### src/hdl/bus_pkg.sv
package bus_pkg;

	//////////////////////////////////////////////////
	// Bus widths and payload types
	//////////////////////////////////////////////////

	// Word address, no byte lanes
	localparam int ADDR_W = 16;
	localparam int DATA_W = 32;

	typedef logic [ADDR_W-1:0] addr_t;
	typedef logic [DATA_W-1:0] data_t;

	// Internal block RAM, 1 kW
	localparam int RAM_AW = 10;

	// External RAM window, upper half of the map
	localparam int EXT_AW = 15;

	typedef logic [EXT_AW-1:0] ext_addr_t;

	// Board switches and LEDs
	localparam int LED_W = 4;

	typedef logic [LED_W-1:0] led_t;

	//////////////////////////////////////////////////
	// Address map
	//////////////////////////////////////////////////

	// Top bit alone selects the external RAM
	localparam int EXT_SEL_BIT = 15;
	// Block RAM sits at 0x0400, bit RAM_AW is its skip bit
	localparam addr_t BRAM_BASE = 16'h0400;
	// Highest mapped register word
	localparam addr_t IO_LAST = 16'h0002;

	// Register block word index
	localparam int IO_AW = 2;
	localparam logic [IO_AW-1:0] IO_SW = 2'd0;
	localparam logic [IO_AW-1:0] IO_LED = 2'd1;
	localparam logic [IO_AW-1:0] IO_ERRADDR = 2'd2;

	// Outstanding requests tracked by the decoder, log2
	localparam int PEND_AW = 2;

endpackage

### src/hdl/wb_if.sv
interface wb_if;

	// Request side
	logic cyc;
	logic stb;
	logic we;
	bus_pkg::addr_t addr;
	bus_pkg::data_t wdata;

	// Response side
	logic ack;
	logic stall;
	bus_pkg::data_t rdata;
	logic err;

	// Master drives the request
	modport master (
		output cyc,
		output stb,
		output we,
		output addr,
		output wdata,
		input  ack,
		input  stall,
		input  rdata,
		input  err
	);

	// Slave answers with ack or err, and may stall
	modport slave (
		input  cyc,
		input  stb,
		input  we,
		input  addr,
		input  wdata,
		output ack,
		output stall,
		output rdata,
		output err
	);

endinterface

### src/hdl/bus_arbiter.sv
module bus_arbiter (
	input  logic i_clk,
	input  logic i_reset,
	wb_if.slave  m_host,
	wb_if.slave  m_cpu,
	wb_if.master o_bus
);

	// Live grant from the priority logic
	logic gnt_host;
	logic gnt_cpu;
	// Owner of the previous cycle
	logic r_gnt_host;
	logic r_gnt_cpu;

	//////////////////////////////////////////////////
	// Grant selection
	//////////////////////////////////////////////////

	// Owner keeps the bus while its cyc stays up
	// Idle bus goes to the processor first
	always_comb
	begin
		gnt_host = 1'b0;
		gnt_cpu = 1'b0;
		if (r_gnt_cpu && m_cpu.cyc)
			gnt_cpu = 1'b1;
		else if (r_gnt_host && m_host.cyc)
			gnt_host = 1'b1;
		else if (m_cpu.cyc)
			gnt_cpu = 1'b1;
		else if (m_host.cyc)
			gnt_host = 1'b1;
	end

	always_ff @(posedge i_clk)
	begin
		if (i_reset)
		begin
			r_gnt_host <= 1'b0;
			r_gnt_cpu <= 1'b0;
		end
		else
		begin
			r_gnt_host <= gnt_host;
			r_gnt_cpu <= gnt_cpu;
		end
	end

	//////////////////////////////////////////////////
	// Request and response steering
	//////////////////////////////////////////////////

	// A grant already implies the owner's cyc
	assign o_bus.cyc = gnt_cpu || gnt_host;
	assign o_bus.stb = gnt_cpu ? m_cpu.stb : (gnt_host && m_host.stb);
	assign o_bus.we = gnt_cpu ? m_cpu.we : m_host.we;
	assign o_bus.addr = gnt_cpu ? m_cpu.addr : m_host.addr;
	assign o_bus.wdata = gnt_cpu ? m_cpu.wdata : m_host.wdata;

	// Loser sits stalled while responses go to the owner only
	assign m_cpu.ack = gnt_cpu && o_bus.ack;
	assign m_cpu.err = gnt_cpu && o_bus.err;
	assign m_cpu.stall = !gnt_cpu || o_bus.stall;
	assign m_cpu.rdata = o_bus.rdata;

	assign m_host.ack = gnt_host && o_bus.ack;
	assign m_host.err = gnt_host && o_bus.err;
	assign m_host.stall = !gnt_host || o_bus.stall;
	assign m_host.rdata = o_bus.rdata;

	// A response always finds an owner to carry it back
	a_resp_owned: assert property (@(posedge i_clk) disable iff (i_reset)
		(o_bus.ack || o_bus.err) |-> (gnt_cpu || gnt_host));

endmodule

### src/flat_wrapper.sv
// flat-port wrapper written by rule: the top's interface ports become plain ports
module bus_arbiter_flat 
  (i_clk, i_reset, m_host_cyc, m_host_stb, m_host_we, m_host_addr, m_host_wdata, m_host_ack, m_host_stall, m_host_rdata, m_host_err, m_cpu_cyc, m_cpu_stb, m_cpu_we, m_cpu_addr, m_cpu_wdata, m_cpu_ack, m_cpu_stall, m_cpu_rdata, m_cpu_err, o_bus_cyc, o_bus_stb, o_bus_we, o_bus_addr, o_bus_wdata, o_bus_ack, o_bus_stall, o_bus_rdata, o_bus_err);
  wb_if m_host_i ();
  wb_if m_cpu_i ();
  wb_if o_bus_i ();
  input  logic i_clk;
  input  logic i_reset;
  input wire logic [$bits(m_host_i.cyc)-1:0] m_host_cyc;
  input wire logic [$bits(m_host_i.stb)-1:0] m_host_stb;
  input wire logic [$bits(m_host_i.we)-1:0] m_host_we;
  input wire logic [$bits(m_host_i.addr)-1:0] m_host_addr;
  input wire logic [$bits(m_host_i.wdata)-1:0] m_host_wdata;
  output wire logic [$bits(m_host_i.ack)-1:0] m_host_ack;
  output wire logic [$bits(m_host_i.stall)-1:0] m_host_stall;
  output wire logic [$bits(m_host_i.rdata)-1:0] m_host_rdata;
  output wire logic [$bits(m_host_i.err)-1:0] m_host_err;
  input wire logic [$bits(m_cpu_i.cyc)-1:0] m_cpu_cyc;
  input wire logic [$bits(m_cpu_i.stb)-1:0] m_cpu_stb;
  input wire logic [$bits(m_cpu_i.we)-1:0] m_cpu_we;
  input wire logic [$bits(m_cpu_i.addr)-1:0] m_cpu_addr;
  input wire logic [$bits(m_cpu_i.wdata)-1:0] m_cpu_wdata;
  output wire logic [$bits(m_cpu_i.ack)-1:0] m_cpu_ack;
  output wire logic [$bits(m_cpu_i.stall)-1:0] m_cpu_stall;
  output wire logic [$bits(m_cpu_i.rdata)-1:0] m_cpu_rdata;
  output wire logic [$bits(m_cpu_i.err)-1:0] m_cpu_err;
  output wire logic [$bits(o_bus_i.cyc)-1:0] o_bus_cyc;
  output wire logic [$bits(o_bus_i.stb)-1:0] o_bus_stb;
  output wire logic [$bits(o_bus_i.we)-1:0] o_bus_we;
  output wire logic [$bits(o_bus_i.addr)-1:0] o_bus_addr;
  output wire logic [$bits(o_bus_i.wdata)-1:0] o_bus_wdata;
  input wire logic [$bits(o_bus_i.ack)-1:0] o_bus_ack;
  input wire logic [$bits(o_bus_i.stall)-1:0] o_bus_stall;
  input wire logic [$bits(o_bus_i.rdata)-1:0] o_bus_rdata;
  input wire logic [$bits(o_bus_i.err)-1:0] o_bus_err;
  assign m_host_i.cyc = m_host_cyc;
  assign m_host_i.stb = m_host_stb;
  assign m_host_i.we = m_host_we;
  assign m_host_i.addr = m_host_addr;
  assign m_host_i.wdata = m_host_wdata;
  assign m_host_ack = m_host_i.ack;
  assign m_host_stall = m_host_i.stall;
  assign m_host_rdata = m_host_i.rdata;
  assign m_host_err = m_host_i.err;
  assign m_cpu_i.cyc = m_cpu_cyc;
  assign m_cpu_i.stb = m_cpu_stb;
  assign m_cpu_i.we = m_cpu_we;
  assign m_cpu_i.addr = m_cpu_addr;
  assign m_cpu_i.wdata = m_cpu_wdata;
  assign m_cpu_ack = m_cpu_i.ack;
  assign m_cpu_stall = m_cpu_i.stall;
  assign m_cpu_rdata = m_cpu_i.rdata;
  assign m_cpu_err = m_cpu_i.err;
  assign o_bus_cyc = o_bus_i.cyc;
  assign o_bus_stb = o_bus_i.stb;
  assign o_bus_we = o_bus_i.we;
  assign o_bus_addr = o_bus_i.addr;
  assign o_bus_wdata = o_bus_i.wdata;
  assign o_bus_i.ack = o_bus_ack;
  assign o_bus_i.stall = o_bus_stall;
  assign o_bus_i.rdata = o_bus_rdata;
  assign o_bus_i.err = o_bus_err;
  bus_arbiter u_core (.i_clk(i_clk), .i_reset(i_reset), .m_host(m_host_i), .m_cpu(m_cpu_i), .o_bus(o_bus_i));
endmodule
### config.mk
export PLATFORM = sky130hd
export DESIGN_NAME = bus_arbiter_flat
export DESIGN_NICKNAME = d
export VERILOG_FILES = /design/src/hdl/bus_pkg.sv /design/src/hdl/wb_if.sv /design/src/hdl/bus_arbiter.sv /design/src/flat_wrapper.sv
export SDC_FILE = /design/constraint.sdc
export NUM_CORES = 1
export LEC_CHECK = 0
export ABC_AREA = 1
export BUFFER_PORTS_ARGS = -buffer_cell sky130_fd_sc_hd__buf_2
export CAP_MARGIN = 20
export CELL_PAD_IN_SITES_DETAIL_PLACEMENT = 0
export CELL_PAD_IN_SITES_GLOBAL_PLACEMENT = 1
export CORE_MARGIN = 2
export CORE_UTILIZATION = 14
export CTS_CLUSTER_DIAMETER = 120
export DETAILED_ROUTE_END_ITERATION = 10
export PLACE_DENSITY_LB_ADDON = 0.1
export SYNTH_ARGS = -nofsm -noshare
export SYNTH_HDL_FRONTEND = slang
export SYNTH_SLANG_ARGS = --single-unit
### constraint.sdc
create_clock -name i_clk -period 2.7 [get_ports i_clk]
set_input_delay 0.54 -clock i_clk [delete_from_list [all_inputs] [get_ports i_clk]]
set_output_delay 0.54 -clock i_clk [all_outputs]
set_load 0.05 [all_outputs]
==> summary.md <==
| Metric | Value |
|---|---|
| Global-route wire length before repair | 7820 microns |
| Row count | 35 |
| Vias in the first global route | 1668 |
| Worst Max-Slew Pin Slew | around 0.33 ns |
| EDFF count, synth | 0 |
| Largest net degree at the start of global routing | 30 |
| Post-layout nets | 488 |
| Share of Yosys cell area claimed by the top area cell type | a little under two fifths |
| Pins Over Slew Limit | 0 |
| P per Cell Area | between 400 and 500 nW/um^2 |
| Worst EP required | 2.16 ns |
| Fmax | approximately 0.45 GHz |
| Net Count, Synth | slightly below 400 |
| Compound-Gate Fraction of Synth Area | 1.14% |
| Hold Vio Cnt, Final | 0 |
| Main combinational cell family by area after synthesis | simple AND/OR/NAND/NOR gates |
| Iteration-0 DRC Markers | 27 |
| Mapped Area | 1320 sq um |
| GRT overflow | 0 |
| Ant diodes | 0 |
| Post-synth top cells | 107 x nand2_1, 66 x buf_4, 51 x nand3_1, 9 x buf_2, 6 x inv_1 |
| Setup Viol. Count Final | 0 |
| Tmin final | 2.21 ns |
| Warnings from Yosys | 0 |
| Setup TNS | 0 ns |
| Total GRT Usage | 9.78% |
| Synth Area in Adders | 0% |
| Top Ports | between 200 and 300 |
| Multiplexer share of the synthesized area | 0% |
| Leakage Power | 0.00122 uW |
| Cell count after synthesis | between 200 and 300 |
| Min-Delay Path Class | input port to flip-flop |
| Ranking of synthesized cells by area | buf_4 38%, nand2_1 30%, nand3_1 19% |
| #FFs+latches synth | 2 |
| Synth unique cells | 12 |
| Post-CTS Setup Inserts | 0 |
| Routed wire length | 5540 microns |
| Syn avg cell area | roughly 5.2 sq um |
| Placed Cells | 455 |
| Status | complete, no violations |
| Clock skew | 0.000945 ns |
| Final std cells w/o fill | 458 |
| Setup crit start kind | input port |
| Longest Clk Path Bufs | 2 |
| GP Congestion | slightly below 0.7 |
| CTS root buf | clkbuf_8 |
| Post-synthesis simple-gate area fraction | approximately half |
| Initial Utilization | 14.4% |
| HPWL after detailed placement | between 4000 and 5000 microns |
| TritonRoute pass-1 iters | 4 |
| Die width | 101 microns |
| Htree depth | 1 |
| Cts repair resizes | 0 |
| Clk Latency, worst-skew pair | 0.21 ns |
| Wire per inst | 12.1 microns |
| XOR/XNOR share of the synthesized area | 0% |
| Num CTS Buffers | 3 |
| Die area | 10200 sq um |
| Initial antenna violation count | 0 |
| CP Data Arrival Time | 1.67 ns |
| Area Growth Syn to Fin | 36.9% |
| Top cell type by total area after synthesis | buf_4 |
| Final Cycle Share | between 80% and 90% |
| Power Total | approximately 740 uW |
| CTS clk-pin slew, worst paths | 0.03 ns |
| Clock sink count | 2 |
| RSZ-0062 raised after global routing | no |
| Worst IR Drop VDD | 0.100 mV |
| Cts hold-fix bufs | 0 |
| MaxCap Viol Count | 0 |
| Filler cells | approximately 1100 |
| CP Class | input port to primary output |
| DRC | 0 |
| Vias | roughly 1800 |
| CTS tree | yes |
| Critical path fanouts, max | 21 |
| Drt via density | 3.85 |
| Setup Slack @ Placement | 0.435 ns |
| Share of cells above drive strength 1 | approximately half |
| Crit path capture type | primary output |
| Detail Route Antenna Nets | 0 |
| DIE HEIGHT | between 100 and 150 microns |
| Sequential share of the synthesized area | ~3.0% |
| Core ar. | 9200 sq um |
| Slew headroom | 77.9% |
| Top-count cell post-synth | nand2_1 |
| FFs w/ async S/R, synth | 0% |
| Main flop type after synthesis | dfxtp_1 |
| Fin worst setup slack | 0.490 ns |
| Number of buffers added on ports | 163 |
-- power breakdown --
| part | switching (uW) | internal [uW] | leakage (uW) | total, uW |
|---|---|---|---|---|
| Sequential | 1.03 | 31.7 | 0.0000166 | 32.7 |
| Clock | 21.9 | 94.1 | 0.0000216 | 116 |
| Combinational | 434 | 157 | 0.00118 | 591 |
| Total | 457 | 283 | 0.00122 | 740 |
-- final cells by class --
cell class	count	area [sq um]	share of cell area, %
Multi-Input combinational cell	166	698	38.6
Sequential cell	2	40.0	2.21
Tap cell	111	139	7.68
Timing Repair Buffer	170	868	48.0
Inverter	6	22.5	1.24
Clock buffer	3	41.3	2.28
-- cell usage in the layout, fill, tap and decap left out, drive strengths merged --
| cell | count |
|---|---|
| a21oi | 3 |
| buf | 170 |
| clkbuf | 3 |
| dfxtp | 2 |
| inv | 6 |
| nand2 | 109 |
| nand3 | 51 |
| nor2 | 3 |
-- worst max-delay path, cell delays in order --
cell and delay (ns):
buf_2 0.11, nand2_1 0.06, nand2_2 0.06, nand2_2 0.17, buf_4 0.29, nand2_1 0.08
nand2_1 0.08, buf_2 0.26
-- layer usage --
metal / vias to the layer above / part of all wire [%] / GRT usage (%)
met2: 116 / 48 / 17.5
met3: 22 / 11 / 2.97
met4: 0 / 2.6 / 4.89
li1: 918 / - / -
met1: 706 / 38 / 10.4
met5: - / 0 / 0
-- state kept, by name, indices dropped and copies added (netlist names) --
signal	flops
u_core.r_gnt_host	1
u_core.r_gnt_cpu	1
-- worst paths after layout --
check,startpoint,end,slack (ns),cells past startpoint
worst max register to register,u_core.r_gnt_host,u_core.r_gnt_cpu,1.79,5
worst min register to register,u_core.r_gnt_host,u_core.r_gnt_host,0.63,2
worst max-delay path,m_host_cyc,o_bus_wdata[18],0.49,8
worst min-delay path,i_reset,u_core.r_gnt_host,0.51,2
-- logic make-up (layout without fill, tap and decap cells) --
family                 after synthesis  count (layout)
and+or+nand+nor                    163             163
buffers and inverters               85             179
AOI/OAI and AO/OA                    3               3
DFF                                  2               2
-- per-stage QoR --
step / util [%] / area [sq um] / hold slack, ns
6_report: 19.7 / 1810 / 0.515
5_1_grt: 19.7 / 1810 / 0.519
4_1_cts: 19.7 / 1810 / 0.512
3_5_place_dp: 19.2 / 1770 / 0.617
3_3_place_gp: 19.2 / 1770 / 0.603
2_1_floorplan: - / 1320 / 0.537
(Power assumes the default switching activity.)
