`src/hdl/bus_pkg.sv`:
```
package bus_pkg;

	//////////////////////////////////////////////////
	// Bus widths and payload types
	//////////////////////////////////////////////////

	// Word address, no byte lanes
	localparam int ADDR_W = 16;
	localparam int DATA_W = 32;

	typedef logic [ADDR_W-1:0] addr_t;
	typedef logic [DATA_W-1:0] data_t;

	// Internal block RAM, 1 kW
	localparam int RAM_AW = 10;

	// External RAM window, upper half of the map
	localparam int EXT_AW = 15;

	typedef logic [EXT_AW-1:0] ext_addr_t;

	// Board switches and LEDs
	localparam int LED_W = 4;

	typedef logic [LED_W-1:0] led_t;

	//////////////////////////////////////////////////
	// Address map
	//////////////////////////////////////////////////

	// Top bit alone selects the external RAM
	localparam int EXT_SEL_BIT = 15;
	// Block RAM sits at 0x0400, bit RAM_AW is its skip bit
	localparam addr_t BRAM_BASE = 16'h0400;
	// Highest mapped register word
	localparam addr_t IO_LAST = 16'h0002;

	// Register block word index
	localparam int IO_AW = 2;
	localparam logic [IO_AW-1:0] IO_SW = 2'd0;
	localparam logic [IO_AW-1:0] IO_LED = 2'd1;
	localparam logic [IO_AW-1:0] IO_ERRADDR = 2'd2;

	// Outstanding requests tracked by the decoder, log2
	localparam int PEND_AW = 2;

endpackage

```
`src/hdl/wb_if.sv`:
```
interface wb_if;

	// Request side
	logic cyc;
	logic stb;
	logic we;
	bus_pkg::addr_t addr;
	bus_pkg::data_t wdata;

	// Response side
	logic ack;
	logic stall;
	bus_pkg::data_t rdata;
	logic err;

	// Master drives the request
	modport master (
		output cyc,
		output stb,
		output we,
		output addr,
		output wdata,
		input  ack,
		input  stall,
		input  rdata,
		input  err
	);

	// Slave answers with ack or err, and may stall
	modport slave (
		input  cyc,
		input  stb,
		input  we,
		input  addr,
		input  wdata,
		output ack,
		output stall,
		output rdata,
		output err
	);

endinterface

```
`src/hdl/io_regs.sv`:
```
module io_regs (
	input  logic          i_clk,
	input  logic          i_reset,
	wb_if.slave           s,
	input  bus_pkg::led_t  i_sw,
	input  bus_pkg::addr_t i_err_addr,
	output bus_pkg::led_t  o_led
);

	logic accept;
	logic [bus_pkg::IO_AW-1:0] idx;

	assign accept = s.cyc && s.stb;
	assign idx = s.addr[bus_pkg::IO_AW-1:0];

	// LED register, plus the one-cycle ack
	always_ff @(posedge i_clk)
	begin
		if (i_reset)
		begin
			o_led <= '0;
			s.ack <= 1'b0;
		end
		else
		begin
			s.ack <= accept;
			// Writes elsewhere are acked and dropped
			if (accept && s.we && (idx == bus_pkg::IO_LED))
				o_led <= s.wdata[bus_pkg::LED_W-1:0];
		end
	end

	// Read mux, zero-extended to the bus width
	always_ff @(posedge i_clk)
	begin
		case (idx)
			bus_pkg::IO_SW:
				s.rdata <= bus_pkg::data_t'(i_sw);
			bus_pkg::IO_LED:
				s.rdata <= bus_pkg::data_t'(o_led);
			bus_pkg::IO_ERRADDR:
				s.rdata <= bus_pkg::data_t'(i_err_addr);
			default:
				s.rdata <= '0;
		endcase
	end

	// Single-cycle block, no wait states
	assign s.stall = 1'b0;
	assign s.err = 1'b0;

endmodule

```
`src/flat_wrapper.sv`:
```
// flat-port wrapper written by rule: the top's interface ports become plain ports
module io_regs_flat 
  (i_clk, i_reset, i_sw, i_err_addr, o_led, s_cyc, s_stb, s_we, s_addr, s_wdata, s_ack, s_stall, s_rdata, s_err);
  wb_if s_i ();
  input  logic i_clk;
  input  logic i_reset;
  input  bus_pkg::led_t i_sw;
  input  bus_pkg::addr_t i_err_addr;
  output bus_pkg::led_t o_led;
  input wire logic [$bits(s_i.cyc)-1:0] s_cyc;
  input wire logic [$bits(s_i.stb)-1:0] s_stb;
  input wire logic [$bits(s_i.we)-1:0] s_we;
  input wire logic [$bits(s_i.addr)-1:0] s_addr;
  input wire logic [$bits(s_i.wdata)-1:0] s_wdata;
  output wire logic [$bits(s_i.ack)-1:0] s_ack;
  output wire logic [$bits(s_i.stall)-1:0] s_stall;
  output wire logic [$bits(s_i.rdata)-1:0] s_rdata;
  output wire logic [$bits(s_i.err)-1:0] s_err;
  assign s_i.cyc = s_cyc;
  assign s_i.stb = s_stb;
  assign s_i.we = s_we;
  assign s_i.addr = s_addr;
  assign s_i.wdata = s_wdata;
  assign s_ack = s_i.ack;
  assign s_stall = s_i.stall;
  assign s_rdata = s_i.rdata;
  assign s_err = s_i.err;
  io_regs u_core (.i_clk(i_clk), .i_reset(i_reset), .s(s_i), .i_sw(i_sw), .i_err_addr(i_err_addr), .o_led(o_led));
endmodule
```
`config.mk`:
```
export PLATFORM = sky130hd
export DESIGN_NAME = io_regs_flat
export DESIGN_NICKNAME = d
export VERILOG_FILES = /design/src/hdl/bus_pkg.sv /design/src/hdl/wb_if.sv /design/src/hdl/io_regs.sv /design/src/flat_wrapper.sv
export SDC_FILE = /design/constraint.sdc
export NUM_CORES = 1
export LEC_CHECK = 0
export BUFFER_PORTS_ARGS = -buffer_cell sky130_fd_sc_hd__buf_2
export CORE_MARGIN = 1.5
export CORE_UTILIZATION = 31
export CTS_CLUSTER_SIZE = 40
export DETAILED_ROUTE_END_ITERATION = 16
export GPL_ROUTABILITY_DRIVEN = 0
export PLACE_DENSITY = 0.84
export SLEW_MARGIN = 15
export SYNTH_ARGS = -nofsm -noshare
export SYNTH_HDL_FRONTEND = slang
export SYNTH_SLANG_ARGS = --single-unit
export TNS_END_PERCENT = 50
```
`constraint.sdc`:
```
create_clock -name i_clk -period 1.1 [get_ports i_clk]
set_input_delay 0.165 -clock i_clk [delete_from_list [all_inputs] [get_ports i_clk]]
set_output_delay 0.165 -clock i_clk [all_outputs]
set_load 0.005 [all_outputs]
```
==> out/qor.txt, run 1 <==
Outcome -> complete, no violations
Worst r2r dst -> u_core.o_led[2]$_SDFFE_PP0P_
Clk slew on worst S/H paths -> 110 ps
Post-DP HPWL -> 1.28 mm
CP max FO -> 3
First drt pass iteration count -> 4
CTS H-tree lvls -> 1
Hold_ws -> 68.1 ps
Initial antenna violation count -> 0
Setup crit start kind -> register
Post-route DRC -> 0
Setup Fix Bufs, Post-CTS -> 0
Post-Syn Instances -> 84
Max-cap violations -> 0
Worst Path Required -> 940 ps
Antenna diodes -> 0
Worst R2R Setup Slack -> 480 ps
Hold Path Depth -> 2
Global-route wire length before repair -> 2.24 mm
Slowest CP cell -> dfxtp_1
Worst-Skew Late Latency -> 290 ps
Tot Pwr -> 1.31 mW
Finished Layout Cells -> 168
Filler Cells Inserted -> 261
Die Area -> 3120 um2
Area of the multi-input gates -> 347 um2
Final Critical Period -> 970 ps
Worst VDD drop -> 0.770 mV
RSZ-0062 raised after global routing -> false
Post-CTS sizing -> 0
Worst clock skew -> 4.31 ps
Global router's overall resource usage -> 9.32%
Total grt overflow -> 0
Clock Path Buffers -> 2
Final wirelength -> 1.51 mm
Hold/Removal Path Class -> in2reg
Cts hold-fix bufs -> 0
Ys Warns -> 0
WS Path Type -> reg2out
P_leak -> 0.596 nW
Vias/cell -> 4.02
Number of buffers and inverters on the critical path -> 1
Final Hold Vio Count -> 0
Slew Viols, Final -> 0
Row count -> 18
Post-Syn Area -> 866 um2
Net count reported at finish -> 212
Post-route setup TNS -> 0 ps
Max incr delay on CP -> 390 ps
Worst EP arrival -> 810 ps
Final Util -> 43.2%
Pwr Density -> 1180 nW/um2
Die width -> 55.9 um
Initial core utilization -> 33.7%
Post-synthesis sequential area ratio -> 48.6%
Clock root buffer -> clkbuf_4
Hold Startpoint -> i_err_addr[13]
Layout cells sized above 1 -> 42.8%
Placed insts -> 164
Count of final setup violators -> 0
DIE HEIGHT -> 55.9 um
Max frequency -> 1030 MHz
Routed Antenna Nets -> 0
CP Cell Sequence -> buf_2
Core area -> 2570 um2
Register Area -> 420 um2
Crit. End Element -> output pin
R2R Path Start -> u_core.o_led[2]$_SDFFE_PP0P_
Port-buffer cells -> 51
Crit. path cell count -> 1
Cts bufs inserted -> 3
Largest net degree at the start of global routing -> 13
Vias in the first global route -> 555
Area Growth Syn to Fin -> 28.0%
TritonCTS clock tree -> done
Initial drt markers -> 5
Avg Cell Area, Syn -> 10.3 um2
#FFs+latches synth -> 21
Routed vias -> 676
# IOs -> 112
Top delay family on crit path -> flip-flops
Wire per inst -> 8.99 um
Hold Path Sink -> u_core.s.rdata[13]$_DFF_P_
Tcrit/Tclk final -> 88.2%
Clk sink count -> 21
Number of library cell types mapped by synthesis -> 14
Reg2reg path depth -> 2
[metrics by stage]
stage | setup slack (ps) | cell area [um2]
final | 130 | 1110
after global routing | 87.5 | 1110
after CTS | 115 | 1110
after detailed placement | 52.7 | 1080
after global placement | 69.8 | 1080
after floorplan | 146 | 930
[placed cells by master (no fill, tap or decap), types with 3 or more instances in the layout]
cell type / count
dfxtp_1: 21
buf_2: 51
nand2_1: 5
o21ai_0: 4
buf_4: 3
conb_1: 18
clkbuf_4: 3
mux2i_1: 8
and2_1: 12
nand2b_1: 8
[kinds of logic after synthesis]
group | Yosys count | share of synthesized area, %
buffers and inverters | 21 | 18.8
AND/OR/NAND/NOR | 29 | 20.7
other | 1 | 0.433
multiplexers | 8 | 9.25
AO/OA/AOI/OAI | 4 | 2.31
flip-flops | 21 | 48.6
[sequential cells by signal, indices dropped and copies added (netlist names)]
name / count
u_core.s.rdata: 16
u_core.o_led: 4
u_core.s.ack: 1
[worst max-delay path by stage]
stage | startpoint | to
2_1_floorplan | s_addr[1] | u_core.o_led[0]$_SDFFE_PP0P_
3_3_place_gp | s_addr[1] | u_core.o_led[0]$_SDFFE_PP0P_
3_5_place_dp | s_addr[1] | u_core.o_led[3]$_SDFFE_PP0P_
4_1_cts | u_core.o_led[0]$_SDFFE_PP0P_ | o_led[0]
5_1_grt | u_core.o_led[1]$_SDFFE_PP0P_ | o_led[1]
6_report | u_core.o_led[2]$_SDFFE_PP0P_ | o_led[2]
[synthesized netlist by cell type (all sizes together)]
cell / n / area (um2)
and4: 1 / 8.76
mux2i: 8 / 80.1
buf: 20 / 158
conb: 1 / 3.75
o21ai: 4 / 20.0
dfxtp: 21 / 420
and2b: 1 / 8.76
and2: 12 / 75.1
clkbuf: 1 / 5.00
nand2: 5 / 18.8
nand2b: 8 / 50.1
nor2b: 1 / 13.8
nor2: 1 / 3.75
[area by class of cell]
type	instances	share of cell area, %
clock buffer	4	2.37
multi-input combinational	59	31.3
sequential	21	37.9
tap	30	3.39
timing repair buffer	54	25.1
[power by group]
group | total [mW] | internal, mW | switching (mW)
Clock | 0.349 | 0.141 | 0.208
Combinational | 0.164 | 0.0932 | 0.0705
Sequential | 0.798 | 0.791 | 0.00738
Total | 1.31 | 1.02 | 0.286
[metal layers]
metal / global-route usage (%) / up-vias / share of wire [%]
li1: - / 336 / -
met1: 10.1 / 286 / 40
met2: 15.1 / 52 / 43
met3: 4.19 / 2 / 16
met4: 5.10 / 0 / 1.2
met5: 0 / - / 0
No activity file was read; power rests on OpenSTA's default activity.
==> inputs of run 2 (changes only) <==
Settings changed: CORE_MARGIN 1.5 to default.
==> run 2 against run 1 <==
Setup slack got worse by 10 ps. Via count fell by 0.30%. Clock power rose by 3%. Largest cell class unchanged. Largest power group unchanged.
==> out/qor.txt, run 2 (synthesis gave the netlist of run 1 again) <==
Outcome -> complete, no violations (unchanged)
Crit path from -> u_core.o_led[0]$_SDFFE_PP0P_ (was u_core.o_led[2]$_SDFFE_PP0P_)
Wire per inst -> 8.75 um (was 8.99 um)
Post-Place Cell Area -> 1080 um2 (unchanged)
P_leak -> 0.598 nW (was 0.596 nW)
CP Cell Sequence -> buf_2 (unchanged)
Number of buffers and inverters on the critical path -> 1 (unchanged)
Count of final setup violators -> 0 (unchanged)
Top delay family on crit path -> flip-flops (unchanged)
Largest regs -> u_core.s.rdata (16), u_core.o_led (4), u_core.s.ack (1) (unchanged)
Total grt overflow -> 0 (unchanged)
Setup Fix Bufs, Post-CTS -> 0 (unchanged)
Antenna diodes -> 0 (unchanged)
Worst EP arrival -> 820 ps (was 810 ps)
Layout cells sized above 1 -> 43.5% (was 42.8%)
Reg2reg path depth -> 2 (unchanged)
Initial antenna violation count -> 0 (unchanged)
Reg with most FFs -> u_core.s.rdata (unchanged)
Post-route DRC -> 0 (unchanged)
Worst-Skew Late Latency -> 290 ps (about the same)
Max FFs per register -> 16 (unchanged)
Setup crit start kind -> register (unchanged)
Worst VDD drop -> 0.677 mV (was 0.770 mV)
Port-buffer cells -> 51 (unchanged)
Slew Viols, Final -> 0 (unchanged)
TritonCTS clock tree -> done (unchanged)
Routed vias -> 674 (was 676)
Hold Path Depth -> 2 (unchanged)
Max-cap violations -> 0 (unchanged)
# IOs -> 112 (unchanged)
Post-route cell area -> 1110 um2 (about the same)
WS Path Type -> reg2out (unchanged)
Post-route setup TNS -> 0 ps (unchanged)
Hold/Removal Path Class -> in2reg (unchanged)
First drt pass iteration count -> 4 (unchanged)
Post-DP HPWL -> 1.25 mm (was 1.28 mm)
Final Hold Vio Count -> 0 (unchanged)
Cts hold-fix bufs -> 0 (unchanged)
Max frequency -> 1020 MHz (was 1030 MHz)
Vias/cell -> 4.01 (was 4.02)
Worst clock skew -> 2.14 ps (was 4.31 ps)
Core area -> 2570 um2 (unchanged)
Post-placement worst setup slack -> 39.2 ps (was 52.7 ps)
Worst Path Required -> 940 ps (about the same)
Net count reported at finish -> 212 (unchanged)
Vias in the first global route -> 521 (was 555)
Clock root buffer -> clkbuf_4 (unchanged)
Filler Cells Inserted -> 250 (was 261)
Global router's overall resource usage -> 9.95% (was 9.32%)
Area Growth Syn to Fin -> 28.2% (was 28.0%)
CTS H-tree lvls -> 1 (unchanged)
Die Area -> 3010 um2 (was 3120 um2)
Final Util -> 43.2% (about the same)
R2R Path Start -> u_core.o_led[0]$_SDFFE_PP0P_ (was u_core.o_led[2]$_SDFFE_PP0P_)
Crit. End Element -> output pin (unchanged)
Register Area -> 420 um2 (unchanged)
Slowest CP cell -> dfxtp_1 (unchanged)
Cts bufs inserted -> 3 (unchanged)
Final wirelength -> 1.47 mm (was 1.51 mm)
Global-route wire length before repair -> 2.04 mm (was 2.24 mm)
Final Critical Period -> 980 ps (was 970 ps)
Setup ws final -> 120 ps (was 130 ps)
Pwr Density -> 1190 nW/um2 (was 1180 nW/um2)
Crit. path cell count -> 1 (unchanged)
Finished Layout Cells -> 168 (unchanged)
RSZ-0062 raised after global routing -> false (unchanged)
Initial drt markers -> 3 (was 5)
DIE HEIGHT -> 54.9 um (was 55.9 um)
Row count -> 18 (unchanged)
Area of the multi-input gates -> 347 um2 (unchanged)
Hold Startpoint -> i_err_addr[8] (was i_err_addr[13])
Initial core utilization -> 33.7% (unchanged)
Max incr delay on CP -> 390 ps (about the same)
Placed insts -> 164 (unchanged)
Clk sink count -> 21 (unchanged)
Commonest non-fill, non-tap cell in the layout -> buf_2 (unchanged)
Tot Pwr -> 1.32 mW (was 1.31 mW)
Die width -> 54.9 um (was 55.9 um)
Clk slew on worst S/H paths -> 110 ps (about the same)
Hold_ws -> 59.3 ps (was 68.1 ps)
CP max FO -> 3 (unchanged)
Post-CTS sizing -> 0 (unchanged)
Tcrit/Tclk final -> 89.1% (was 88.2%)
Routed Antenna Nets -> 0 (unchanged)
Clock Path Buffers -> 2 (unchanged)
Commonest cells after routing, fill and taps aside -> buf_2 (51), dfxtp_1 (21), conb_1 (18) (unchanged)
Largest net degree at the start of global routing -> 13 (unchanged)
[run 2: routing by layer]
metal | track usage [%] | part of all wire [%] | vias up
li1 | - | - | 338
met2 | 17.3 | 45 | 48
met5 | 0 | 0 | -
met3 | 2.78 | 15 | 2
met1 | 10.4 | 39 | 286
met4 | 6.41 | 1.2 | 0
[run 2: layout make-up]
| type | count | area share [%] |
|---|---|---|
| timing repair buffer | 54 | 25.0 |
| tap | 30 | 3.38 |
| clock inverter | 1 | 0.451 |
| multi-input combinational | 59 | 31.2 |
| clock buffer | 3 | 2.03 |
| sequential | 21 | 37.9 |
[run 2: path summary, 6_finish.rpt]
kind                                                endpoint  slack, ps
worst min register to register  u_core.o_led[2]$_SDFFE_PP0P_        500
worst min-delay path               u_core.s.rdata[8]$_DFF_P_         60
worst max-delay path                                o_led[0]        120
worst max register to register  u_core.o_led[0]$_SDFFE_PP0P_        470
[run 2: where the power goes]
part | internal [mW] | switching [mW]
sequential | 0.791 | 0.00709
clock | 0.135 | 0.223
combinational | 0.0932 | 0.0701
