[config.mk]
export PLATFORM = sky130hd
export DESIGN_NAME = bus_decoder_flat
export DESIGN_NICKNAME = d
export VERILOG_FILES = /design/src/hdl/bus_pkg.sv /design/src/hdl/wb_if.sv /design/src/hdl/bus_decoder.sv /design/src/flat_wrapper.sv
export SDC_FILE = /design/constraint.sdc
export NUM_CORES = 1
export LEC_CHECK = 0
export BUFFER_PORTS_ARGS = -buffer_cell sky130_fd_sc_hd__buf_4
export CAP_MARGIN = 5
export CORE_AREA = 2 2 140 142
export DETAILED_ROUTE_END_ITERATION = 10
export DIE_AREA = 0 0 142 144
export HOLD_SLACK_MARGIN = 0.05
export PLACE_DENSITY = 0.6
export SLEW_MARGIN = 0
export SYNTH_ARGS = -nofsm -noshare
export SYNTH_HDL_FRONTEND = slang
export SYNTH_SLANG_ARGS = --single-unit
export TNS_END_PERCENT = 1
[constraint.sdc]
create_clock -name i_clk -period 2.2 [get_ports i_clk]
set_input_delay 0.22 -clock i_clk [delete_from_list [all_inputs] [get_ports i_clk]]
set_output_delay 0.22 -clock i_clk [all_outputs]
set_load 0.1 [all_outputs]
[src/hdl/bus_pkg.sv]
package bus_pkg;

	//////////////////////////////////////////////////
	// Bus widths and payload types
	//////////////////////////////////////////////////

	// Word address, no byte lanes
	localparam int ADDR_W = 16;
	localparam int DATA_W = 32;

	typedef logic [ADDR_W-1:0] addr_t;
	typedef logic [DATA_W-1:0] data_t;

	// Internal block RAM, 1 kW
	localparam int RAM_AW = 10;

	// External RAM window, upper half of the map
	localparam int EXT_AW = 15;

	typedef logic [EXT_AW-1:0] ext_addr_t;

	// Board switches and LEDs
	localparam int LED_W = 4;

	typedef logic [LED_W-1:0] led_t;

	//////////////////////////////////////////////////
	// Address map
	//////////////////////////////////////////////////

	// Top bit alone selects the external RAM
	localparam int EXT_SEL_BIT = 15;
	// Block RAM sits at 0x0400, bit RAM_AW is its skip bit
	localparam addr_t BRAM_BASE = 16'h0400;
	// Highest mapped register word
	localparam addr_t IO_LAST = 16'h0002;

	// Register block word index
	localparam int IO_AW = 2;
	localparam logic [IO_AW-1:0] IO_SW = 2'd0;
	localparam logic [IO_AW-1:0] IO_LED = 2'd1;
	localparam logic [IO_AW-1:0] IO_ERRADDR = 2'd2;

	// Outstanding requests tracked by the decoder, log2
	localparam int PEND_AW = 2;

endpackage

[src/hdl/wb_if.sv]
interface wb_if;

	// Request side
	logic cyc;
	logic stb;
	logic we;
	bus_pkg::addr_t addr;
	bus_pkg::data_t wdata;

	// Response side
	logic ack;
	logic stall;
	bus_pkg::data_t rdata;
	logic err;

	// Master drives the request
	modport master (
		output cyc,
		output stb,
		output we,
		output addr,
		output wdata,
		input  ack,
		input  stall,
		input  rdata,
		input  err
	);

	// Slave answers with ack or err, and may stall
	modport slave (
		input  cyc,
		input  stb,
		input  we,
		input  addr,
		input  wdata,
		output ack,
		output stall,
		output rdata,
		output err
	);

endinterface

[src/hdl/bus_decoder.sv]
module bus_decoder (
	input  logic           i_clk,
	input  logic           i_reset,
	wb_if.slave            i_bus,
	wb_if.master           o_bram,
	wb_if.master           o_io,
	wb_if.master           o_ext,
	output bus_pkg::addr_t o_err_addr
);

	// Skip bits are the external select and the block RAM bit
	logic [1:0] skipaddr;
	logic skiperr;
	logic sel_ext;
	logic sel_bram;
	logic sel_io;
	logic unmapped;
	logic accept;
	// Return side
	logic [2:0] ack_list;
	logic many_ack;
	logic slave_err;
	logic resp;
	// Addresses of accepted, still unanswered requests
	bus_pkg::addr_t pend_addr [0:(1 << bus_pkg::PEND_AW)-1];
	logic [bus_pkg::PEND_AW:0] wr_ptr;
	logic [bus_pkg::PEND_AW:0] rd_ptr;
	logic [bus_pkg::PEND_AW:0] pend_cnt;

	//////////////////////////////////////////////////
	// Address decode
	//////////////////////////////////////////////////

	assign skipaddr = {i_bus.addr[bus_pkg::EXT_SEL_BIT], i_bus.addr[bus_pkg::RAM_AW]};

	// Bits between the skip bits must be clear
	// Register space also needs the block RAM offset clear
	assign skiperr = (!skipaddr[1]
			&& (i_bus.addr[bus_pkg::EXT_SEL_BIT-1:bus_pkg::RAM_AW+1]
			!= bus_pkg::BRAM_BASE[bus_pkg::EXT_SEL_BIT-1:bus_pkg::RAM_AW+1]))
		|| ((skipaddr == 2'b00)
			&& (|i_bus.addr[bus_pkg::RAM_AW-1:bus_pkg::IO_AW]));

	assign sel_ext = skipaddr[1];
	assign sel_bram = (skipaddr == 2'b01) && !skiperr;
	// Register word 3 falls outside the map
	assign sel_io = (skipaddr == 2'b00) && !skiperr
		&& (i_bus.addr[bus_pkg::IO_AW-1:0] <= bus_pkg::IO_LAST[bus_pkg::IO_AW-1:0]);
	assign unmapped = !(sel_ext || sel_bram || sel_io);

	// Stall comes straight from the selected slave
	assign i_bus.stall = i_bus.cyc && ((sel_ext && o_ext.stall)
		|| (sel_bram && o_bram.stall) || (sel_io && o_io.stall));
	assign accept = i_bus.cyc && i_bus.stb && !i_bus.stall;

	// Shared request with the strobe qualified per slave
	assign o_bram.cyc = i_bus.cyc;
	assign o_bram.stb = i_bus.stb && sel_bram;
	assign o_bram.we = i_bus.we;
	assign o_bram.addr = i_bus.addr;
	assign o_bram.wdata = i_bus.wdata;

	assign o_io.cyc = i_bus.cyc;
	assign o_io.stb = i_bus.stb && sel_io;
	assign o_io.we = i_bus.we;
	assign o_io.addr = i_bus.addr;
	assign o_io.wdata = i_bus.wdata;

	assign o_ext.cyc = i_bus.cyc;
	assign o_ext.stb = i_bus.stb && sel_ext;
	assign o_ext.we = i_bus.we;
	assign o_ext.addr = i_bus.addr;
	assign o_ext.wdata = i_bus.wdata;

	//////////////////////////////////////////////////
	// Registered return and bus errors
	//////////////////////////////////////////////////

	assign ack_list = {o_ext.ack, o_bram.ack, o_io.ack};
	// More than one bit set
	assign many_ack = (ack_list & (ack_list - 3'd1)) != 3'd0;
	assign slave_err = o_ext.err || o_bram.err || o_io.err;
	assign resp = (|ack_list) || slave_err;

	always_ff @(posedge i_clk)
	begin
		if (i_reset)
		begin
			i_bus.ack <= 1'b0;
			i_bus.err <= 1'b0;
		end
		else
		begin
			// Unmapped strobe answers one cycle after acceptance
			i_bus.err <= i_bus.cyc
				&& ((accept && unmapped) || many_ack || slave_err);
			i_bus.ack <= i_bus.cyc && (|ack_list) && !many_ack
				&& !slave_err && !(accept && unmapped);
		end
	end

	// Read data mux with external RAM first
	always_ff @(posedge i_clk)
	begin
		if (o_ext.ack)
			i_bus.rdata <= o_ext.rdata;
		else if (o_bram.ack)
			i_bus.rdata <= o_bram.rdata;
		else
			i_bus.rdata <= o_io.rdata;
	end

	//////////////////////////////////////////////////
	// Error address capture
	//////////////////////////////////////////////////

	// Slaves answer in order, so the head is the responder
	// Dropping cyc abandons whatever is in flight
	always_ff @(posedge i_clk)
	begin
		if (i_reset || !i_bus.cyc)
		begin
			wr_ptr <= '0;
			rd_ptr <= '0;
		end
		else
		begin
			if (accept && !unmapped)
				wr_ptr <= wr_ptr + 1'b1;
			if (resp)
				rd_ptr <= rd_ptr + 1'b1;
		end
	end

	always_ff @(posedge i_clk)
	begin
		if (accept && !unmapped)
			pend_addr[wr_ptr[bus_pkg::PEND_AW-1:0]] <= i_bus.addr;
	end

	assign pend_cnt = wr_ptr - rd_ptr;

	// Same edge as the err it explains
	always_ff @(posedge i_clk)
	begin
		if (i_reset)
			o_err_addr <= '0;
		else if (accept && unmapped)
			o_err_addr <= i_bus.addr;
		else if (i_bus.cyc && (many_ack || slave_err))
			o_err_addr <= pend_addr[rd_ptr[bus_pkg::PEND_AW-1:0]];
	end

	// Masters never run more requests ahead than the address queue holds
	a_pend_room: assert property (@(posedge i_clk) disable iff (i_reset)
		(accept && !unmapped) |-> !pend_cnt[bus_pkg::PEND_AW]);

endmodule

[src/flat_wrapper.sv]
// flat-port wrapper written by rule: the top's interface ports become plain ports
module bus_decoder_flat 
  (i_clk, i_reset, o_err_addr, i_bus_cyc, i_bus_stb, i_bus_we, i_bus_addr, i_bus_wdata, i_bus_ack, i_bus_stall, i_bus_rdata, i_bus_err, o_bram_cyc, o_bram_stb, o_bram_we, o_bram_addr, o_bram_wdata, o_bram_ack, o_bram_stall, o_bram_rdata, o_bram_err, o_io_cyc, o_io_stb, o_io_we, o_io_addr, o_io_wdata, o_io_ack, o_io_stall, o_io_rdata, o_io_err, o_ext_cyc, o_ext_stb, o_ext_we, o_ext_addr, o_ext_wdata, o_ext_ack, o_ext_stall, o_ext_rdata, o_ext_err);
  wb_if i_bus_i ();
  wb_if o_bram_i ();
  wb_if o_io_i ();
  wb_if o_ext_i ();
  input  logic i_clk;
  input  logic i_reset;
  output bus_pkg::addr_t o_err_addr;
  input wire logic [$bits(i_bus_i.cyc)-1:0] i_bus_cyc;
  input wire logic [$bits(i_bus_i.stb)-1:0] i_bus_stb;
  input wire logic [$bits(i_bus_i.we)-1:0] i_bus_we;
  input wire logic [$bits(i_bus_i.addr)-1:0] i_bus_addr;
  input wire logic [$bits(i_bus_i.wdata)-1:0] i_bus_wdata;
  output wire logic [$bits(i_bus_i.ack)-1:0] i_bus_ack;
  output wire logic [$bits(i_bus_i.stall)-1:0] i_bus_stall;
  output wire logic [$bits(i_bus_i.rdata)-1:0] i_bus_rdata;
  output wire logic [$bits(i_bus_i.err)-1:0] i_bus_err;
  output wire logic [$bits(o_bram_i.cyc)-1:0] o_bram_cyc;
  output wire logic [$bits(o_bram_i.stb)-1:0] o_bram_stb;
  output wire logic [$bits(o_bram_i.we)-1:0] o_bram_we;
  output wire logic [$bits(o_bram_i.addr)-1:0] o_bram_addr;
  output wire logic [$bits(o_bram_i.wdata)-1:0] o_bram_wdata;
  input wire logic [$bits(o_bram_i.ack)-1:0] o_bram_ack;
  input wire logic [$bits(o_bram_i.stall)-1:0] o_bram_stall;
  input wire logic [$bits(o_bram_i.rdata)-1:0] o_bram_rdata;
  input wire logic [$bits(o_bram_i.err)-1:0] o_bram_err;
  output wire logic [$bits(o_io_i.cyc)-1:0] o_io_cyc;
  output wire logic [$bits(o_io_i.stb)-1:0] o_io_stb;
  output wire logic [$bits(o_io_i.we)-1:0] o_io_we;
  output wire logic [$bits(o_io_i.addr)-1:0] o_io_addr;
  output wire logic [$bits(o_io_i.wdata)-1:0] o_io_wdata;
  input wire logic [$bits(o_io_i.ack)-1:0] o_io_ack;
  input wire logic [$bits(o_io_i.stall)-1:0] o_io_stall;
  input wire logic [$bits(o_io_i.rdata)-1:0] o_io_rdata;
  input wire logic [$bits(o_io_i.err)-1:0] o_io_err;
  output wire logic [$bits(o_ext_i.cyc)-1:0] o_ext_cyc;
  output wire logic [$bits(o_ext_i.stb)-1:0] o_ext_stb;
  output wire logic [$bits(o_ext_i.we)-1:0] o_ext_we;
  output wire logic [$bits(o_ext_i.addr)-1:0] o_ext_addr;
  output wire logic [$bits(o_ext_i.wdata)-1:0] o_ext_wdata;
  input wire logic [$bits(o_ext_i.ack)-1:0] o_ext_ack;
  input wire logic [$bits(o_ext_i.stall)-1:0] o_ext_stall;
  input wire logic [$bits(o_ext_i.rdata)-1:0] o_ext_rdata;
  input wire logic [$bits(o_ext_i.err)-1:0] o_ext_err;
  assign i_bus_i.cyc = i_bus_cyc;
  assign i_bus_i.stb = i_bus_stb;
  assign i_bus_i.we = i_bus_we;
  assign i_bus_i.addr = i_bus_addr;
  assign i_bus_i.wdata = i_bus_wdata;
  assign i_bus_ack = i_bus_i.ack;
  assign i_bus_stall = i_bus_i.stall;
  assign i_bus_rdata = i_bus_i.rdata;
  assign i_bus_err = i_bus_i.err;
  assign o_bram_cyc = o_bram_i.cyc;
  assign o_bram_stb = o_bram_i.stb;
  assign o_bram_we = o_bram_i.we;
  assign o_bram_addr = o_bram_i.addr;
  assign o_bram_wdata = o_bram_i.wdata;
  assign o_bram_i.ack = o_bram_ack;
  assign o_bram_i.stall = o_bram_stall;
  assign o_bram_i.rdata = o_bram_rdata;
  assign o_bram_i.err = o_bram_err;
  assign o_io_cyc = o_io_i.cyc;
  assign o_io_stb = o_io_i.stb;
  assign o_io_we = o_io_i.we;
  assign o_io_addr = o_io_i.addr;
  assign o_io_wdata = o_io_i.wdata;
  assign o_io_i.ack = o_io_ack;
  assign o_io_i.stall = o_io_stall;
  assign o_io_i.rdata = o_io_rdata;
  assign o_io_i.err = o_io_err;
  assign o_ext_cyc = o_ext_i.cyc;
  assign o_ext_stb = o_ext_i.stb;
  assign o_ext_we = o_ext_i.we;
  assign o_ext_addr = o_ext_i.addr;
  assign o_ext_wdata = o_ext_i.wdata;
  assign o_ext_i.ack = o_ext_ack;
  assign o_ext_i.stall = o_ext_stall;
  assign o_ext_i.rdata = o_ext_rdata;
  assign o_ext_i.err = o_ext_err;
  bus_decoder u_core (.i_clk(i_clk), .i_reset(i_reset), .i_bus(i_bus_i), .o_bram(o_bram_i), .o_io(o_io_i), .o_ext(o_ext_i), .o_err_addr(o_err_addr));
endmodule
==> flow_metrics.tcl, run 1 <==
set metrics [dict create \
    grt_max_degree 37 \
    first_pass_iters 4 \
    ys_seq_elements 120 \
    grt_usage 0.1749 \
    initial_core_util 0.3190 \
    crit_fanout 9 \
    start_kind "input pin" \
    overflow 0 \
    design.core.area_um2 19080 \
    clock_power_share 0.380 \
    design_area_um2 7856 \
    hold_path.class "input pin to flip-flop" \
    synth_compound_area_frac 0.06785 \
    synth_seq_area_share 0.5000 \
    switching_share 0.3520 \
    row_count 51 \
    syn_avg_cell_area_um2 11.82 \
    cp.arrival_ps 1740 \
    ant_nets 0 \
    internal_power_mw 4.419 \
    cap_viol_max_count 0 \
    grt_pass1_wl_um 25970 \
    placed_area_um2 7043 \
    required_ps 1980 \
    die_h_um 144 \
    clkSinkCount 120 \
    vias 4170 \
    max_clock_freq_mhz 511.2 \
    vdd_ir_drop_max_v 0.0005342 \
    endpoint_kind "output pin" \
    nets 800 \
    drive_gt1_frac 0.4808 \
    ys_warn_count 0 \
    synth_xor_area_frac 0.001439 \
    synthSimpleGateAreaFrac 0.07278 \
    fin_total_pwr_mw 6.820 \
    route.detailed.wl_per_inst_um 20.61 \
    portBuffers 229 \
    clock_latency_ps 410 \
    cts_tree "yes" \
    layout_common_cells "buf_4, edfxtp_1, dfxtp_1" \
    grt_pass1_vias 4272 \
    p_leak_nw 3.344 \
    synthMuxAreaShare 0.1371 \
    finalCriticalPeriod_ps 1956 \
    drc_errors 0 \
    final-hold-violation-count 0 \
    gp_congestion 0.8399 \
    area_delta_synth_final_pct 29.09 \
    setup_viol 0 \
    synth_top_family_by_area "buffers and inverters" \
    numCtsBuffers 17 \
    criticalPathCategory "input pin to output pin" \
    yosysUniqueCellTypes 45 \
    place_hpwl_um 14010 \
    netlist_area_um2 6086 \
    antenna_cells 0 \
    fin_setup_tns_ps 0 \
    drv_slew 0 \
    status "complete, no violations" \
    tightest_slew_ps 493.2 \
    layout_commonest_cell "buf_4" \
    root_buffer "clkbuf_16" \
    synthAdderAreaFrac 0.009868 \
    syn_inst 515 \
    die-area_um2 20450 \
    drtIter0Drc 128 \
    pwr-share-seq 0.365 \
    antenna_found_initial 0 \
    cts_buffer_depth 2 \
    cts.htree.levels 4 \
    synth_fp_nets 677 \
    viasPerCell 4.691 \
    clkSlewWorstSetupHoldPaths_ps 60 \
    totalWireLength_um 18320 \
    slew_headroom 0.6682 \
    pin_count 362 \
    p_sw_mw 2.401 \
    chipWidth_um 142 \
    cts_setup_buffers 0 \
    rsz0062_at_grt "false" \
    p_comb_frac 0.255 \
    period_share 0.8892 \
    powerDensity_nw_per_um2 868.0 \
    fin_skew_ps 12.66 \
]
[cells by family (layout without fill, tap and decap cells)]
group                    count (synthesis)  count (layout)
AO/OA/AOI/OAI                           61              61
XOR/XNOR                                 1               1
adder cells (fa/ha/maj)                  5               5
buffers and inverters                  174             310
flip-flops                             120             120
multiplexers                            63              63
AND/OR/NAND/NOR                         91              91
[what timing repair did]
action,in CTS,in global routing
endpoints found under the hold margin,35,0
gates resized for setup,0,0
hold buffers,26,0
[registers in the layout (all words and copies together), names as in the netlist, named ones only]
register            count
u_core.pend_addr       64
u_core.rd_ptr           2
u_core.o_err_addr      16
u_core.wr_ptr           2
u_core.i_bus.ack        1
u_core.i_bus.rdata     32
u_core.i_bus.err        1
[cell usage after synthesis (all sizes together)]
cell	count	area share
a211oi	15	0.025
a21boi	1	0.0012
a21o	1	0.0012
a21oi	5	0.0041
and2	2	0.0023
and2b	1	0.0014
and3	5	0.0051
buf	160	0.20
clkbuf	12	0.011
dfxtp	56	0.18
edfxtp	64	0.32
ha	4	0.0082
inv	2	0.0012
maj3	1	0.0016
mux2i	47	0.077
mux4	16	0.060
nand2	42	0.027
nand2b	2	0.0021
nand3	3	0.0025
nand4	1	0.0010
nor2	9	0.0056
nor3	17	0.014
nor3b	2	0.0025
nor4	3	0.0031
nor4b	1	0.0025
o21a	1	0.0012
o21ai	36	0.032
o311a	1	0.0016
o31ai	1	0.0012
or2b	1	0.0014
or3	1	0.0010
or4	1	0.0012
xor2	1	0.0014
[per-stage QoR]
step	hold slack (ps)	setup WS, ps	std cells	utilization
global placement	419.5	93.87	831	0.3691
global route	64.38	126.8	889	0.4118
finish	59.05	243.7	889	0.4118
floorplan	318.9	-156.4	515	-
CTS	50.08	212.2	889	0.4118
detailed placement	427.3	40.54	831	0.3691
[worst max-delay path, cell delays in order]
cell and delay (ps):
buf_4 150, nor4_1 390, buf_4 190, nand4_1 180, nand2_1 130, nand2_1 70
a21boi_2 120, buf_4 290
[area by class of cell]
| class | instances | area, um^2 |
|---|---|---|
| Sequential cell | 120 | 3043 |
| Multi-Input combinational cell | 221 | 1768 |
| Timing Repair Buffer | 276 | 2187 |
| Clock buffer | 19 | 442.9 |
| Tap cell | 238 | 297.8 |
| Fill cell | 1777 | 11220 |
| Clock inverter | 13 | 110.1 |
| Inverter | 2 | 7.507 |
[power by group through the flow]
stage / sequential (mW) / combinational [mW] / clock, mW
floorplan: 3.10 / 1.56 / 0
global placement: 2.53 / 1.70 / 0
detailed placement: 2.53 / 1.71 / 0
CTS: 2.49 / 1.75 / 2.65
global route: 2.50 / 1.81 / 2.74
finish: 2.49 / 1.74 / 2.59
[metal layers]
metal	GRT usage	wire, um	vias to the layer above
li1	-	-	1924
met3	0.09834	2168	13
met5	0	0	-
met2	0.2942	9126	250
met1	0.1910	6860	1983
met4	0.04632	167	0
[worst paths after layout]
path / slack, ps / cells past startpoint / endpoint / from
min: 60 / 3 / u_core.i_bus.rdata[18] / o_ext_rdata[18]
max: 240 / 8 / i_bus_stall / i_bus_addr[2]
max reg2reg: 580 / 6 / u_core.o_err_addr[15] / flip-flop
min reg2reg: 500 / 2 / u_core.o_err_addr[15] / u_core.o_err_addr[15]
Power figures use the tool's default switching activity.
==> run 2: changes to the inputs <==
Settings changed: RECOVER_POWER from default to 50.
==> run 2 against run 1 <==
  * Non-clock buffer count is the same
  * Sequential power is essentially flat
  * Register-to-register slack is essentially flat
==> flow_metrics.tcl, run 2 (synthesized netlist as in run 1, its figures left out) <==
set metrics [dict create \
    status "complete, no violations" \
    vias 4171 \
    place_hpwl_um 14010 \
    regArea_um2 3043 \
    nets 800 \
    die_h_um 144 \
    cts_buffer_depth 2 \
    fin_setup_tns_ps 0 \
    cp.arrival_ps 1750 \
    initial_core_util 0.3190 \
    crit_path_cell_trace "clkbuf_1, nor4_1, nand4_1, nand2_1, nand2_1, a21boi_2, buf_4" \
    numCtsBuffers 17 \
    worstHoldStart "o_ext_rdata[18]" \
    viasPerCell 4.692 \
    cp-startpoint "i_bus_addr[7]" \
    gp_congestion 0.8399 \
    layout_commonest_cell "buf_4" \
    drtIter0Drc 121 \
    ant_nets 0 \
    first_pass_iters 4 \
    largest_register_ffs 64 \
    dr_wl_met2_um 9150 \
    setup_viol 0 \
    chipWidth_um 142 \
    criticalPathCategory "input pin to output pin" \
    endpoint_kind "output pin" \
    utilization 0.4051 \
    grt_max_degree 37 \
    drt-met1-wl_um 6840 \
    hold_path.class "input pin to flip-flop" \
    slowest_stage "nor4_1" \
    powerDensity_nw_per_um2 879.2 \
    grt_usage 0.1749 \
    drc_errors 0 \
    totalWireLength_um 18330 \
    rsz0062_at_grt "false" \
    design_area_um2 7730 \
    drive_gt1_frac 0.4301 \
    antenna_found_initial 0 \
    nFillCells 1817 \
    slew_headroom 0.1049 \
    crit_fanout 6 \
    required_ps 1980 \
    period_share 0.8940 \
    grt_pass1_wl_um 25970 \
    clkSlewWorstSetupHoldPaths_ps 60 \
    finalCriticalPeriod_ps 1967 \
    fin_skew_ps 12.51 \
    fin_cells 889 \
    placed_area_um2 7043 \
    root_buffer "clkbuf_16" \
    cts.htree.levels 4 \
    crit_top_cell "nand2_1" \
    multi_input_area_um2 1768 \
    portBuffers 229 \
    maxUsedRoutingLayer "met4" \
    overflow 0 \
    grt_pass1_vias 4272 \
    pin_count 362 \
    wl_met3_um 2184 \
    cpPeakStageDelay_ps 490 \
    drv_slew 0 \
    start_kind "input pin" \
    tightest_slew_ps 1343 \
    fin_ws_ps 233.2 \
    design.core.area_um2 19080 \
    clkSinkCount 120 \
    route.detailed.wl_per_inst_um 20.62 \
    cap_viol_max_count 0 \
    vdd_ir_drop_max_v 0.0005334 \
    row_count 51 \
    die-area_um2 20450 \
    antenna_cells 0 \
    dpl.cell_count 831 \
    final-hold-violation-count 0 \
    worst-path-buf-inv 2 \
    p_leak_nw 3.223 \
    dp_slack_ps 40.54 \
    clock_latency_ps 410 \
    cts_tree "yes" \
    max_clock_freq_mhz 508.4 \
    layout_common_cells "buf_4, edfxtp_1, dfxtp_1" \
    cp_top_family "simple AND/OR/NAND/NOR gates" \
    area_delta_synth_final_pct 27.01 \
]
run 2: cell types whose count changed in the layout (fill, tap and decap cells not counted):
cell      delta
buf_4       -35
clkbuf_4     +1
clkbuf_2     +1
clkbuf_1    +33
run 2: final timing paths:
| check | slack [ps] | endpoint | cells past startpoint |
|---|---|---|---|
| hold reg to reg | 490 | u_core.o_err_addr[15] | 2 |
| setup reg to reg | 590 | u_core.o_err_addr[15] | 6 |
| hold / removal | 60 | u_core.i_bus.rdata[18] | 3 |
| setup / recovery | 230 | i_bus_stall | 7 |
run 2: metal layers:
layer	GRT usage	vias to the layer above
met5	0	-
met4	0.04632	0
met3	0.09834	12
met2	0.2942	246
met1	0.1910	1991
li1	-	1922
run 2: stage by stage:
stage	hold slack, ps	power, mW
4_1_cts	50.08	6.898
6_report	60.10	6.796
5_1_grt	63.27	7.019
3_3_place_gp	419.5	4.236
2_1_floorplan	318.9	4.653
3_5_place_dp	427.3	4.247
run 2: repair_timing:
| action | 4_1_cts | 5_1_grt |
|---|---|---|
| hold endpoints to repair | 35 | 0 |
| setup buffers | 0 | 0 |
| hold buffers | 26 | 0 |
| resized for setup | 0 | 0 |
run 2: power breakdown:
group / switching, mW / total [mW] / internal (mW)
registers: 0.0402 / 2.49 / 2.45
clock network: 1.09 / 2.59 / 1.50
logic: 1.28 / 1.72 / 0.440
run 2: cell type report:
type,instances,area share
tap,238,0.03852
multi-input combinational,221,0.2287
inverter,2,0.0009712
clock buffer,19,0.05730
clock inverter,13,0.01424
timing repair buffer,276,0.2666
sequential,120,0.3937
run 2: worst register-to-register path: stages, from the launching register on:
cell and delay (ps):
dfxtp_1 300, buf_4 310, mux4_2 570, nand2_1 80, nor2_1 40, a21oi_1 110, o31ai_1 70
